$ cat src/verilog/geiger_pkg.sv
package geiger_pkg;

    // ------------------------------
    // board and display geometry
    // ------------------------------

    localparam int clk_mhz  = 50;
    localparam int n_tubes  = 2;
    localparam int n_digits = 8;

    // bits per hex digit on the display
    localparam int w_nibble = 4;

    // six digits of particles, two digits of active time
    localparam int w_particle_cnt = 6 * w_nibble;
    localparam int w_time_cnt     = n_digits * w_nibble - w_particle_cnt;

    // ------------------------------
    // vector types
    // ------------------------------

    typedef logic [n_tubes - 1:0]               tube_vec_t;
    typedef logic [$clog2(n_tubes + 1) - 1:0]   tally_t;
    typedef logic [w_particle_cnt - 1:0]        particle_cnt_t;
    typedef logic [w_time_cnt - 1:0]            time_cnt_t;
    typedef logic [n_digits * w_nibble - 1:0]   display_num_t;
    typedef logic [n_digits - 1:0]              digit_vec_t;

    // a b c d e f g h, h is the dot
    typedef logic [7:0]                         segment_t;

    // ------------------------------
    // default timing
    // ------------------------------

    // about 200 ms of visible flash
    localparam int default_flash_cycles = clk_mhz / 5 * 1000 * 1000;

    // time each digit stays lit
    localparam int default_scan_cycles  = 50_000;

endpackage

$ cat src/verilog/tube_input_sync.sv
`timescale 1ns/1ns

module tube_input_sync
(
    input                          clk,
    input                          rst,
    input  geiger_pkg::tube_vec_t  tube_in,
    output geiger_pkg::tube_vec_t  level,
    output geiger_pkg::tube_vec_t  rise,
    output geiger_pkg::tally_t     level_tally,
    output geiger_pkg::tally_t     rise_tally
);

    geiger_pkg::tube_vec_t sync_1;
    geiger_pkg::tube_vec_t level_prev;

    // ------------------------------
    // two-flop synchronizer
    // ------------------------------

    always_ff @(posedge clk or posedge rst)
        if (rst)
        begin
            sync_1 <= '0;
            level  <= '0;
        end
        else
        begin
            sync_1 <= tube_in;
            level  <= sync_1;
        end

    // ------------------------------
    // rising edge, registered strobe
    // ------------------------------

    always_ff @(posedge clk or posedge rst)
        if (rst)
        begin
            level_prev <= '0;
            rise       <= '0;
        end
        else
        begin
            level_prev <= level;
            rise       <= level & ~level_prev;
        end

    // how many tubes are high / just fired this cycle
    always_comb
    begin
        level_tally = '0;
        rise_tally  = '0;

        for (int i = 0; i < geiger_pkg::n_tubes; i++)
        begin
            level_tally += geiger_pkg::tally_t'(level[i]);
            rise_tally  += geiger_pkg::tally_t'(rise[i]);
        end
    end

    // a strobe means the level went 0 then 1 over the two previous cycles
    for (genvar i = 0; i < geiger_pkg::n_tubes; i++)
    begin : g_chk
        assert property (@(posedge clk) disable iff (rst)
            rise[i] |-> $past(level[i]) && !$past(level[i], 2));
    end

endmodule

$ cat src/verilog/particle_counter.sv
`timescale 1ns/1ns

module particle_counter
(
    input                             clk,
    input                             rst,
    input  geiger_pkg::tally_t        level_tally,
    input  geiger_pkg::tally_t        rise_tally,
    output geiger_pkg::display_num_t  number
);

    geiger_pkg::particle_cnt_t particle_cnt;
    geiger_pkg::time_cnt_t     time_cnt;

    // ------------------------------
    // particle count
    // ------------------------------

    // one per rising edge, both tubes may fire together
    always_ff @(posedge clk or posedge rst)
        if (rst)
            particle_cnt <= '0;
        else
            particle_cnt <= particle_cnt + geiger_pkg::particle_cnt_t'(rise_tally);

    // ------------------------------
    // tube-active time
    // ------------------------------

    // summed over both tubes, wraps at 256
    always_ff @(posedge clk or posedge rst)
        if (rst)
            time_cnt <= '0;
        else
            time_cnt <= time_cnt + geiger_pkg::time_cnt_t'(level_tally);

    // time in the top two digits, particles below
    assign number = {time_cnt, particle_cnt};

endmodule

$ cat src/verilog/pulse_stretcher.sv
`timescale 1ns/1ns

module pulse_stretcher
#(
    parameter int flash_cycles = geiger_pkg::default_flash_cycles
)
(
    input                          clk,
    input                          rst,
    input  geiger_pkg::tube_vec_t  rise,
    output geiger_pkg::tube_vec_t  flash
);

    localparam int w_cnt = $clog2(flash_cycles + 1);

    // ------------------------------
    // one retriggerable timer per tube
    // ------------------------------

    for (genvar i = 0; i < geiger_pkg::n_tubes; i++)
    begin : g_tube

        logic [w_cnt - 1:0] cnt;

        // a new particle restarts the full flash
        always_ff @(posedge clk or posedge rst)
            if (rst)
                cnt <= '0;
            else if (rise[i])
                cnt <= w_cnt'(flash_cycles);
            else if (cnt != '0)
                cnt <= cnt - 1'b1;

        assign flash[i] = |cnt;

        assert property (@(posedge clk) disable iff (rst)
            cnt <= w_cnt'(flash_cycles));

    end

endmodule

$ cat src/verilog/seven_segment_display.sv
`timescale 1ns/1ns

module seven_segment_display
#(
    parameter int scan_cycles = geiger_pkg::default_scan_cycles
)
(
    input                             clk,
    input                             rst,
    input  geiger_pkg::display_num_t  number,
    input  geiger_pkg::digit_vec_t    dots,
    output geiger_pkg::segment_t      abcdefgh,
    output geiger_pkg::digit_vec_t    digit
);

    localparam int w_scan  = $clog2(scan_cycles + 1);
    localparam int w_index = $clog2(geiger_pkg::n_digits);

    logic [w_scan - 1:0]  scan_cnt;
    logic                 scan_tick;
    logic [w_index - 1:0] index;
    logic [w_index - 1:0] index_next;
    logic [3:0]           nibble;
    logic [6:0]           glyph;

    // ------------------------------
    // scan prescaler
    // ------------------------------

    assign scan_tick = (scan_cnt == w_scan'(scan_cycles - 1));

    always_ff @(posedge clk or posedge rst)
        if (rst)
            scan_cnt <= '0;
        else if (scan_tick)
            scan_cnt <= '0;
        else
            scan_cnt <= scan_cnt + 1'b1;

    // index wraps 7 -> 0 on its own
    assign index_next = scan_tick ? index + 1'b1 : index;

    // digit select kept in step with the index
    always_ff @(posedge clk or posedge rst)
        if (rst)
        begin
            index <= '0;
            digit <= '0;
        end
        else
        begin
            index <= index_next;
            digit <= geiger_pkg::digit_vec_t'(1) << index_next;
        end

    // ------------------------------
    // hex glyphs, a..g
    // ------------------------------

    assign nibble = number[index * geiger_pkg::w_nibble +: geiger_pkg::w_nibble];

    always_comb
        case (nibble)
            4'h0: glyph = 7'b1111110;
            4'h1: glyph = 7'b0110000;
            4'h2: glyph = 7'b1101101;
            4'h3: glyph = 7'b1111001;
            4'h4: glyph = 7'b0110011;
            4'h5: glyph = 7'b1011011;
            4'h6: glyph = 7'b1011111;
            4'h7: glyph = 7'b1110000;
            4'h8: glyph = 7'b1111111;
            4'h9: glyph = 7'b1111011;
            4'ha: glyph = 7'b1110111;
            4'hb: glyph = 7'b0011111;  // lower case b
            4'hc: glyph = 7'b1001110;
            4'hd: glyph = 7'b0111101;  // lower case d
            4'he: glyph = 7'b1001111;
            default: glyph = 7'b1000111;
        endcase

    // dark until the scanner has selected a digit
    assign abcdefgh = (|digit) ? {glyph, dots[index]} : '0;

    assert property (@(posedge clk) disable iff (rst)
        !$past(rst) |-> $onehot(digit));

endmodule

$ cat src/verilog/geiger_top.sv
`timescale 1ns/1ns

module geiger_top
#(
    parameter int flash_cycles = geiger_pkg::default_flash_cycles,
    parameter int scan_cycles  = geiger_pkg::default_scan_cycles
)
(
    input                          clk,
    input                          rst,
    input  geiger_pkg::tube_vec_t  tube_in,
    output logic [7:0]             led,
    output geiger_pkg::segment_t   abcdefgh,
    output geiger_pkg::digit_vec_t digit
);

    geiger_pkg::tube_vec_t    rise;
    geiger_pkg::tally_t       level_tally;
    geiger_pkg::tally_t       rise_tally;
    geiger_pkg::display_num_t number;
    geiger_pkg::tube_vec_t    flash;
    geiger_pkg::digit_vec_t   dots;

    // ------------------------------
    // tube front end and counters
    // ------------------------------

    // the level itself is only needed for the tally
    tube_input_sync i_sync
    (
        .clk         (clk),
        .rst         (rst),
        .tube_in     (tube_in),
        .level       (),
        .rise        (rise),
        .level_tally (level_tally),
        .rise_tally  (rise_tally)
    );

    particle_counter i_counter
    (
        .clk         (clk),
        .rst         (rst),
        .level_tally (level_tally),
        .rise_tally  (rise_tally),
        .number      (number)
    );

    // ------------------------------
    // flash and display
    // ------------------------------

    pulse_stretcher #(.flash_cycles(flash_cycles)) i_stretch
    (
        .clk   (clk),
        .rst   (rst),
        .rise  (rise),
        .flash (flash)
    );

    // tube 0 on even positions, tube 1 on odd
    assign led  = {(8 / geiger_pkg::n_tubes){flash}};
    assign dots = {(geiger_pkg::n_digits / geiger_pkg::n_tubes){flash}};

    seven_segment_display #(.scan_cycles(scan_cycles)) i_display
    (
        .clk      (clk),
        .rst      (rst),
        .number   (number),
        .dots     (dots),
        .abcdefgh (abcdefgh),
        .digit    (digit)
    );

endmodule

$ cat config.mk
export PLATFORM = sky130hd
export DESIGN_NAME = geiger_top
export DESIGN_NICKNAME = d
export VERILOG_FILES = /design/src/verilog/geiger_pkg.sv /design/src/verilog/tube_input_sync.sv /design/src/verilog/particle_counter.sv /design/src/verilog/pulse_stretcher.sv /design/src/verilog/seven_segment_display.sv /design/src/verilog/geiger_top.sv
export SDC_FILE = /design/constraint.sdc
export NUM_CORES = 1
export LEC_CHECK = 0
export ABC_CLOCK_PERIOD_IN_PS = 3900
export BUFFER_PORTS_ARGS = -buffer_cell sky130_fd_sc_hd__buf_4
export CELL_PAD_IN_SITES_DETAIL_PLACEMENT = 0
export CELL_PAD_IN_SITES_GLOBAL_PLACEMENT = 1
export CORE_ASPECT_RATIO = 1.4
export CORE_MARGIN = 2
export CORE_UTILIZATION = 49
export CTS_CLUSTER_DIAMETER = 150
export DETAILED_ROUTE_END_ITERATION = 10
export GPL_TIMING_DRIVEN = 0
export HOLD_SLACK_MARGIN = 0.12
export PLACE_DENSITY = 0.87
export SYNTH_ARGS = -nofsm -noshare
export SYNTH_HDL_FRONTEND = slang
export SYNTH_SLANG_ARGS = --single-unit
$ cat constraint.sdc
create_clock -name clk -period 3.9 [get_ports clk]
set_input_delay 0.39 -clock clk [delete_from_list [all_inputs] [get_ports clk]]
set_output_delay 0.39 -clock clk [all_outputs]
set_load 0.005 [all_outputs]
==> results of run 1 <==
[layout make-up]
| cell class | instances | area, µm² |
|---|---|---|
| Buffer | 27 | 153 |
| Tap cell | 147 | 184 |
| Clock buffer | 21 | 450 |
| Clock inverter | 10 | 158 |
| Sequential cell | 115 | 2880 |
| Multi-Input combinational cell | 398 | 2790 |
| Inverter | 23 | 88.8 |
| Fill cell | 1010 | 4810 |
| Timing Repair Buffer | 30 | 250 |
[layer usage]
metal / global-route usage [%] / vias up / routed length (µm)
met1: 25.3 / 2175 / 5150
li1: - / 2103 / -
met4: 7.90 / 0 / 174
met5: 0 / - / 0
met3: 4.79 / 15 / 345
met2: 37.0 / 70 / 6890
[through the flow]
step	utilization (%)	cell area (µm²)	setup slack, ns
after floorplan	-	5900	0.466
final	59.1	6950	0.276
after global placement	53.4	6290	-0.806
after CTS	59.1	6950	0.113
after detailed placement	53.7	6320	0.274
after global routing	59.1	6950	0.0227
[final timing paths]
kind                                    startpoint                         end  cells after the start  slack [ns]
worst min register to register    i_sync.sync_1[1]             i_sync.level[1]                      0        0.35
min in group clk                  i_sync.sync_1[1]             i_sync.level[1]                      0        0.35
worst min-delay path                           rst             i_sync.level[0]                      2        0.12
worst max-delay path            i_display.index[0]                 abcdefgh[1]                      7        0.28
max in group asynchronous                      rst       i_display.scan_cnt[9]                      3        3.06
worst max register to register      i_sync.rise[0]  i_counter.particle_cnt[17]                      9        0.99
[worst max-delay path, stage by stage (launching register included)]
cell and delay [ns]:
dfrtp_1 0.47, clkbuf_1 0.45, mux4_2 0.42, mux2i_1 0.31, clkbuf_1 0.39, nor2_1 0.13
a221oi_1 0.47, buf_4 0.19
[registers in the layout, summed over array words and instances (netlist names)]
signal	count
i_sync.level	2
i_stretch.g_tube.cnt	48
i_display.scan_cnt	16
i_counter.particle_cnt	24
i_counter.time_cnt	8
i_sync.rise	2
i_sync.level_prev	2
i_display.digit	8
i_display.index	3
i_sync.sync_1	2
[repair_timing]
item                       4_1_cts  5_1_grt
hold endpoints to repair         2        0
setup endpoints to repair        3        3
gates cloned                     0        0
gates resized for setup          1        2
hold buffers                     2        0
[cells by family (layout without fill, tap and decap cells)]
| group | after synthesis | count (layout) | share of synthesized area (%) |
|---|---|---|---|
| xor+xnor | 71 | 71 | 10.5 |
| simple gates | 227 | 227 | 20.4 |
| flops | 115 | 115 | 48.8 |
| compound gates | 66 | 66 | 7.83 |
| buf+inv | 50 | 111 | 3.99 |
| mux | 20 | 20 | 5.24 |
| fa+ha+maj | 14 | 14 | 3.22 |
[power by group]
group          leakage [µW]  switching, µW  internal, µW
logic               0.00123            486           430
registers           0.00145            169          1350
clock network      0.000289            537          1080
total               0.00296           1190          2860
[cell usage in the layout (no fill, tap or decap), drive strengths merged, types with 6 or more instances in the layout]
| master | Yosys | routed |
|---|---|---|
| a21oi | 11 | 11 |
| and3 | 10 | 10 |
| buf | 12 | 39 |
| clkbuf | 15 | 37 |
| clkinv | 3 | 6 |
| dfrtp | 115 | 115 |
| ha | 12 | 12 |
| inv | 20 | 20 |
| mux2i | 8 | 8 |
| mux4 | 8 | 8 |
| nand2 | 36 | 36 |
| nand3 | 26 | 26 |
| nand4 | 9 | 9 |
| nor2 | 60 | 60 |
| nor2b | 8 | 8 |
| nor3 | 19 | 19 |
| nor4 | 9 | 9 |
| o21ai | 16 | 16 |
| o31ai | 12 | 12 |
| o32ai | 6 | 6 |
| or3 | 8 | 8 |
| or4 | 18 | 18 |
| xnor2 | 38 | 38 |
| xor2 | 33 | 33 |
==> impl_metrics.ini, run 1 <==
[grt]
grt.total_usage_pct = 21.1
antenna_found_initial = 0
grt_overflow_total = 0
grt_first_pass_wirelength_um = 22100
first_global_vias = 4589
grt_max_degree = 61

[sta]
drv_slew = 0
finalClockSkew_ns = 0.00976
period_needed_ns = 3.62
slew_headroom_pct = 49.3
hold_viol = 0
tightest_slew_ns = 0.761
setup_viol = 0
max_freq_ghz = 0.276
period_share_pct = 92.9
rsz0062_at_grt = false
fin_setup_tns_ns = 0
fin_hold_ws_ns = 0.119

[power_and_ir_drop]
power_density_nw_per_um2 = 583
power.leakage_uw = 0.00296
ir_drop_uv = 392
total_power_uw = 4050

[worst_setup_path]
cp_max_fo = 10
required_ns = 3.51
start_kind = flop
arrival_ns = 3.23
critPathCaptureType = primary output
critPathKind = reg2out

[clock_tree]
post-cts-setup-buffers = 0
insertion_delay_ns = 0.41
tritoncts = built
cts.sinks = 115
max-clock-path-buffers = 2
htreeDepth = 4
root_buffer = clkbuf_16
clk_pin_slew_worst_paths_ns = 0.05
cts_buffers = 17

[placement]
portBuffers = 27
dp_hpwl_um = 8470
place_congestion = 0.836
placed_cells = 738

[floorplanning]
std_cell_rows = 47
initial_core_util_pct = 50.2
dieArea_um2 = 12900
die_w_um = 96.7
core_um2 = 11800
ioPinCount = 28
die_h_um = 134

[routing]
ant_nets = 0
via_count = 4363
finalWirelength_um = 12600
firstDrtPassIters = 5
drcViolationCount = 0
viasPerCell = 5.66
first_iter_violations = 194
wl_per_cell_um = 16.3

[synth]
synth_top_cell_by_area = dfrtp_1
synth_top_area_share_pct = 48.8
synth_area_leaders = dfrtp_1 49%, xnor2_1 5.6%, xor2_1 4.9%, nor2_1 3.8%, mux4_2 3.1%
syn_nets = 581
post_synth.cell_area_avg_um2 = 10.5
ys.warnings.count = 0
synth_common_cells = 115 x dfrtp_1, 60 x nor2_1, 38 x xnor2_1
yosysSeqAreaShare_pct = 48.8
yosysMostFrequentCell = dfrtp_1
syn_inst = 563
synth-seq-cells = 115
netlist_area_um2 = 5900
ys.flop_type = dfrtp_1
synth-edff-count = 0
yosysUniqueCellTypes = 56
synthArstFlopShare_pct = 100

[layout]
area_growth_pct = 17.8
antennaDiodeCount = 0
drive_gt1_share_pct = 15.4
layoutNonFillerInstCount = 771
nNetsFinal = 630

[flow_run]
drv_cap = 0

[min_path]
hold_class = in2async

[status]
outcome = finished, final reports clean
Note: power is estimated with default switching activity, not from simulation.
==> run 2: changes to the inputs <==
--- a/config.mk
+++ b/config.mk
@@ -18,4 +18,5 @@
 export HOLD_SLACK_MARGIN = 0.12
 export PLACE_DENSITY = 0.87
+export REMOVE_ABC_BUFFERS = 1
 export SYNTH_ARGS = -nofsm -noshare
 export SYNTH_HDL_FRONTEND = slang
==> constraint.sdc (replaced) <==
create_clock -name clk -period 3.9 [get_ports clk]
set_input_delay 0.39 -clock clk [delete_from_list [all_inputs] [get_ports clk]]
set_output_delay 0.39 -clock clk [all_outputs]
set_load 0.1 [all_outputs]
==> impl_metrics.ini, run 2 (same netlist as run 1, synthesis figures left out) <==
[layout]
antennaDiodeCount = 0
final_core_util_pct = 58.4
nNetsFinal = 606
largest_register = i_stretch.g_tube.cnt
regArea_um2 = 2880
area_growth_pct = 16.4
multi_input_area_um2 = 2800
nFillCells = 995
final_cell_mix = 113 x dfrtp_1, 60 x nor2_1, 38 x xnor2_1, 36 x nand2_1, 33 x xor2_1
drive_gt1_share_pct = 15.8
reg.largest.list = i_stretch.g_tube.cnt: 48 flops, i_counter.particle_cnt: 24 flops, i_display.scan_cnt: 16 flops
final_common_cell = dfrtp_1
layoutNonFillerInstCount = 748
largest_reg_flops = 48

[routing]
viasPerCell = 5.75
firstDrtPassIters = 4
drcViolationCount = 0
wl_per_cell_um = 16.4
first_iter_violations = 204
finalWirelength_um = 12300
ant_nets = 0
via_count = 4298

[sta]
max_freq_ghz = 0.275
period_needed_ns = 3.63
setup_viol = 0
hold_viol = 0
fin_hold_ws_ns = 0.132
slew_headroom_pct = 48.2
drv_slew = 0
finalClockSkew_ns = 0.00667
tightest_slew_ns = 0.778
fin_setup_tns_ns = 0
rsz0062_at_grt = false
period_share_pct = 93.1

[min_path]
hold_class = in2async

[worst_setup_path]
critPathKind = reg2out
start_kind = flop
slowest_delay_ns = 0.60
worst_path_max_delay_cell = dfrtp_2
required_ns = 3.51
cp_max_fo = 13
path_buf_inv = 2
crit_chain = mux4_2 -> mux2i_2 -> inv_1 -> ha_1 -> or3_1 -> o221a_2 -> nor2_1 -> buf_4
crit_start = i_display.index[2]
critPathCaptureType = primary output
arrival_ns = 3.24
r2r-start = i_sync.rise[1]
cp_top_family = multiplexers

[placement]
dp_hpwl_um = 8120
portBuffers = 27
placed_cells = 711
place_congestion = 0.835

[clock_tree]
max-clock-path-buffers = 2
tritoncts = built
htreeDepth = 4
root_buffer = clkbuf_16
clk_pin_slew_worst_paths_ns = 0.06
insertion_delay_ns = 0.41
cts.sinks = 115
cts_buffers = 17

[grt]
antenna_found_initial = 0
grt_max_degree = 62
grt_first_pass_wirelength_um = 20800
grt_overflow_total = 0
grt.total_usage_pct = 19.8
first_global_vias = 4351

[floorplanning]
die_w_um = 96.7
core_um2 = 11800
die_h_um = 134
std_cell_rows = 47
ioPinCount = 28
initial_core_util_pct = 50.2
dieArea_um2 = 12900

[status]
outcome = finished, final reports clean

[power_and_ir_drop]
power_density_nw_per_um2 = 663
ir_drop_uv = 790
power.leakage_uw = 0.00292
total_power_uw = 4550

[flow_run]
drv_cap = 0
==> run 2: worst paths after layout <==
check / end / slack, ns / cells after the start
setup / recovery: abcdefgh[7] / 0.27 / 8
hold / removal: i_sync.level[0] / 0.13 / 2
setup reg to reg: i_counter.particle_cnt[23] / 0.80 / 7
hold reg to reg: i_sync.level[0] / 0.35 / 0
max in group asynchronous: i_stretch.g_tube[1].cnt[22] / 3.03 / 3
min in group clk: i_sync.level[0] / 0.35 / 0
==> run 2: power by group <==
part           switching (µW)  leakage [µW]  internal, µW
clock network             554      0.000301          1100
logic                     951       0.00118           417
registers                 176       0.00144          1350
==> run 2: cell type report <==
type,count,share of cell area (%)
Clock buffer,19,6.60
Clock inverter,13,2.66
Inverter,23,1.29
Multi-Input combinational cell,398,40.8
Sequential cell,115,42.0
Tap cell,147,2.68
Timing Repair Buffer,33,3.97
==> run 2: worst register-to-register path: stages, from the launching register on <==
cell,delay [ns]
dfrtp_1,0.82
clkinv_1,0.49
fa_1,0.51
nor2b_1,0.21
and3_1,0.32
nand3_1,0.25
nor2_1,0.22
xor2_1,0.18
==> run 2: routing by layer <==
metal	global-route usage, %	vias up	part of all wire [%]
li1	-	2050	-
met1	24.0	2149	43
met2	34.6	77	53
met3	4.85	22	2.5
met4	6.73	0	1.7
met5	0	-	0
==> run 2: what timing repair did <==
action                                  CTS  global route
cloned                                    0             0
endpoints found under the setup margin    8             4
endpoints found under the hold margin     2             0
gates resized for setup                   5             2
hold buffers                              2             0
pin swaps                                 1             1
setup buffers                             0             3
==> run 2: stage by stage <==
stage               setup WS, ns  instance area [µm²]
floorplan                  -2.40                 5750
global placement          -0.775                 6140
detailed placement         0.168                 6170
CTS                        0.107                 6840
global route              0.0677                 6870
finish                     0.268                 6870
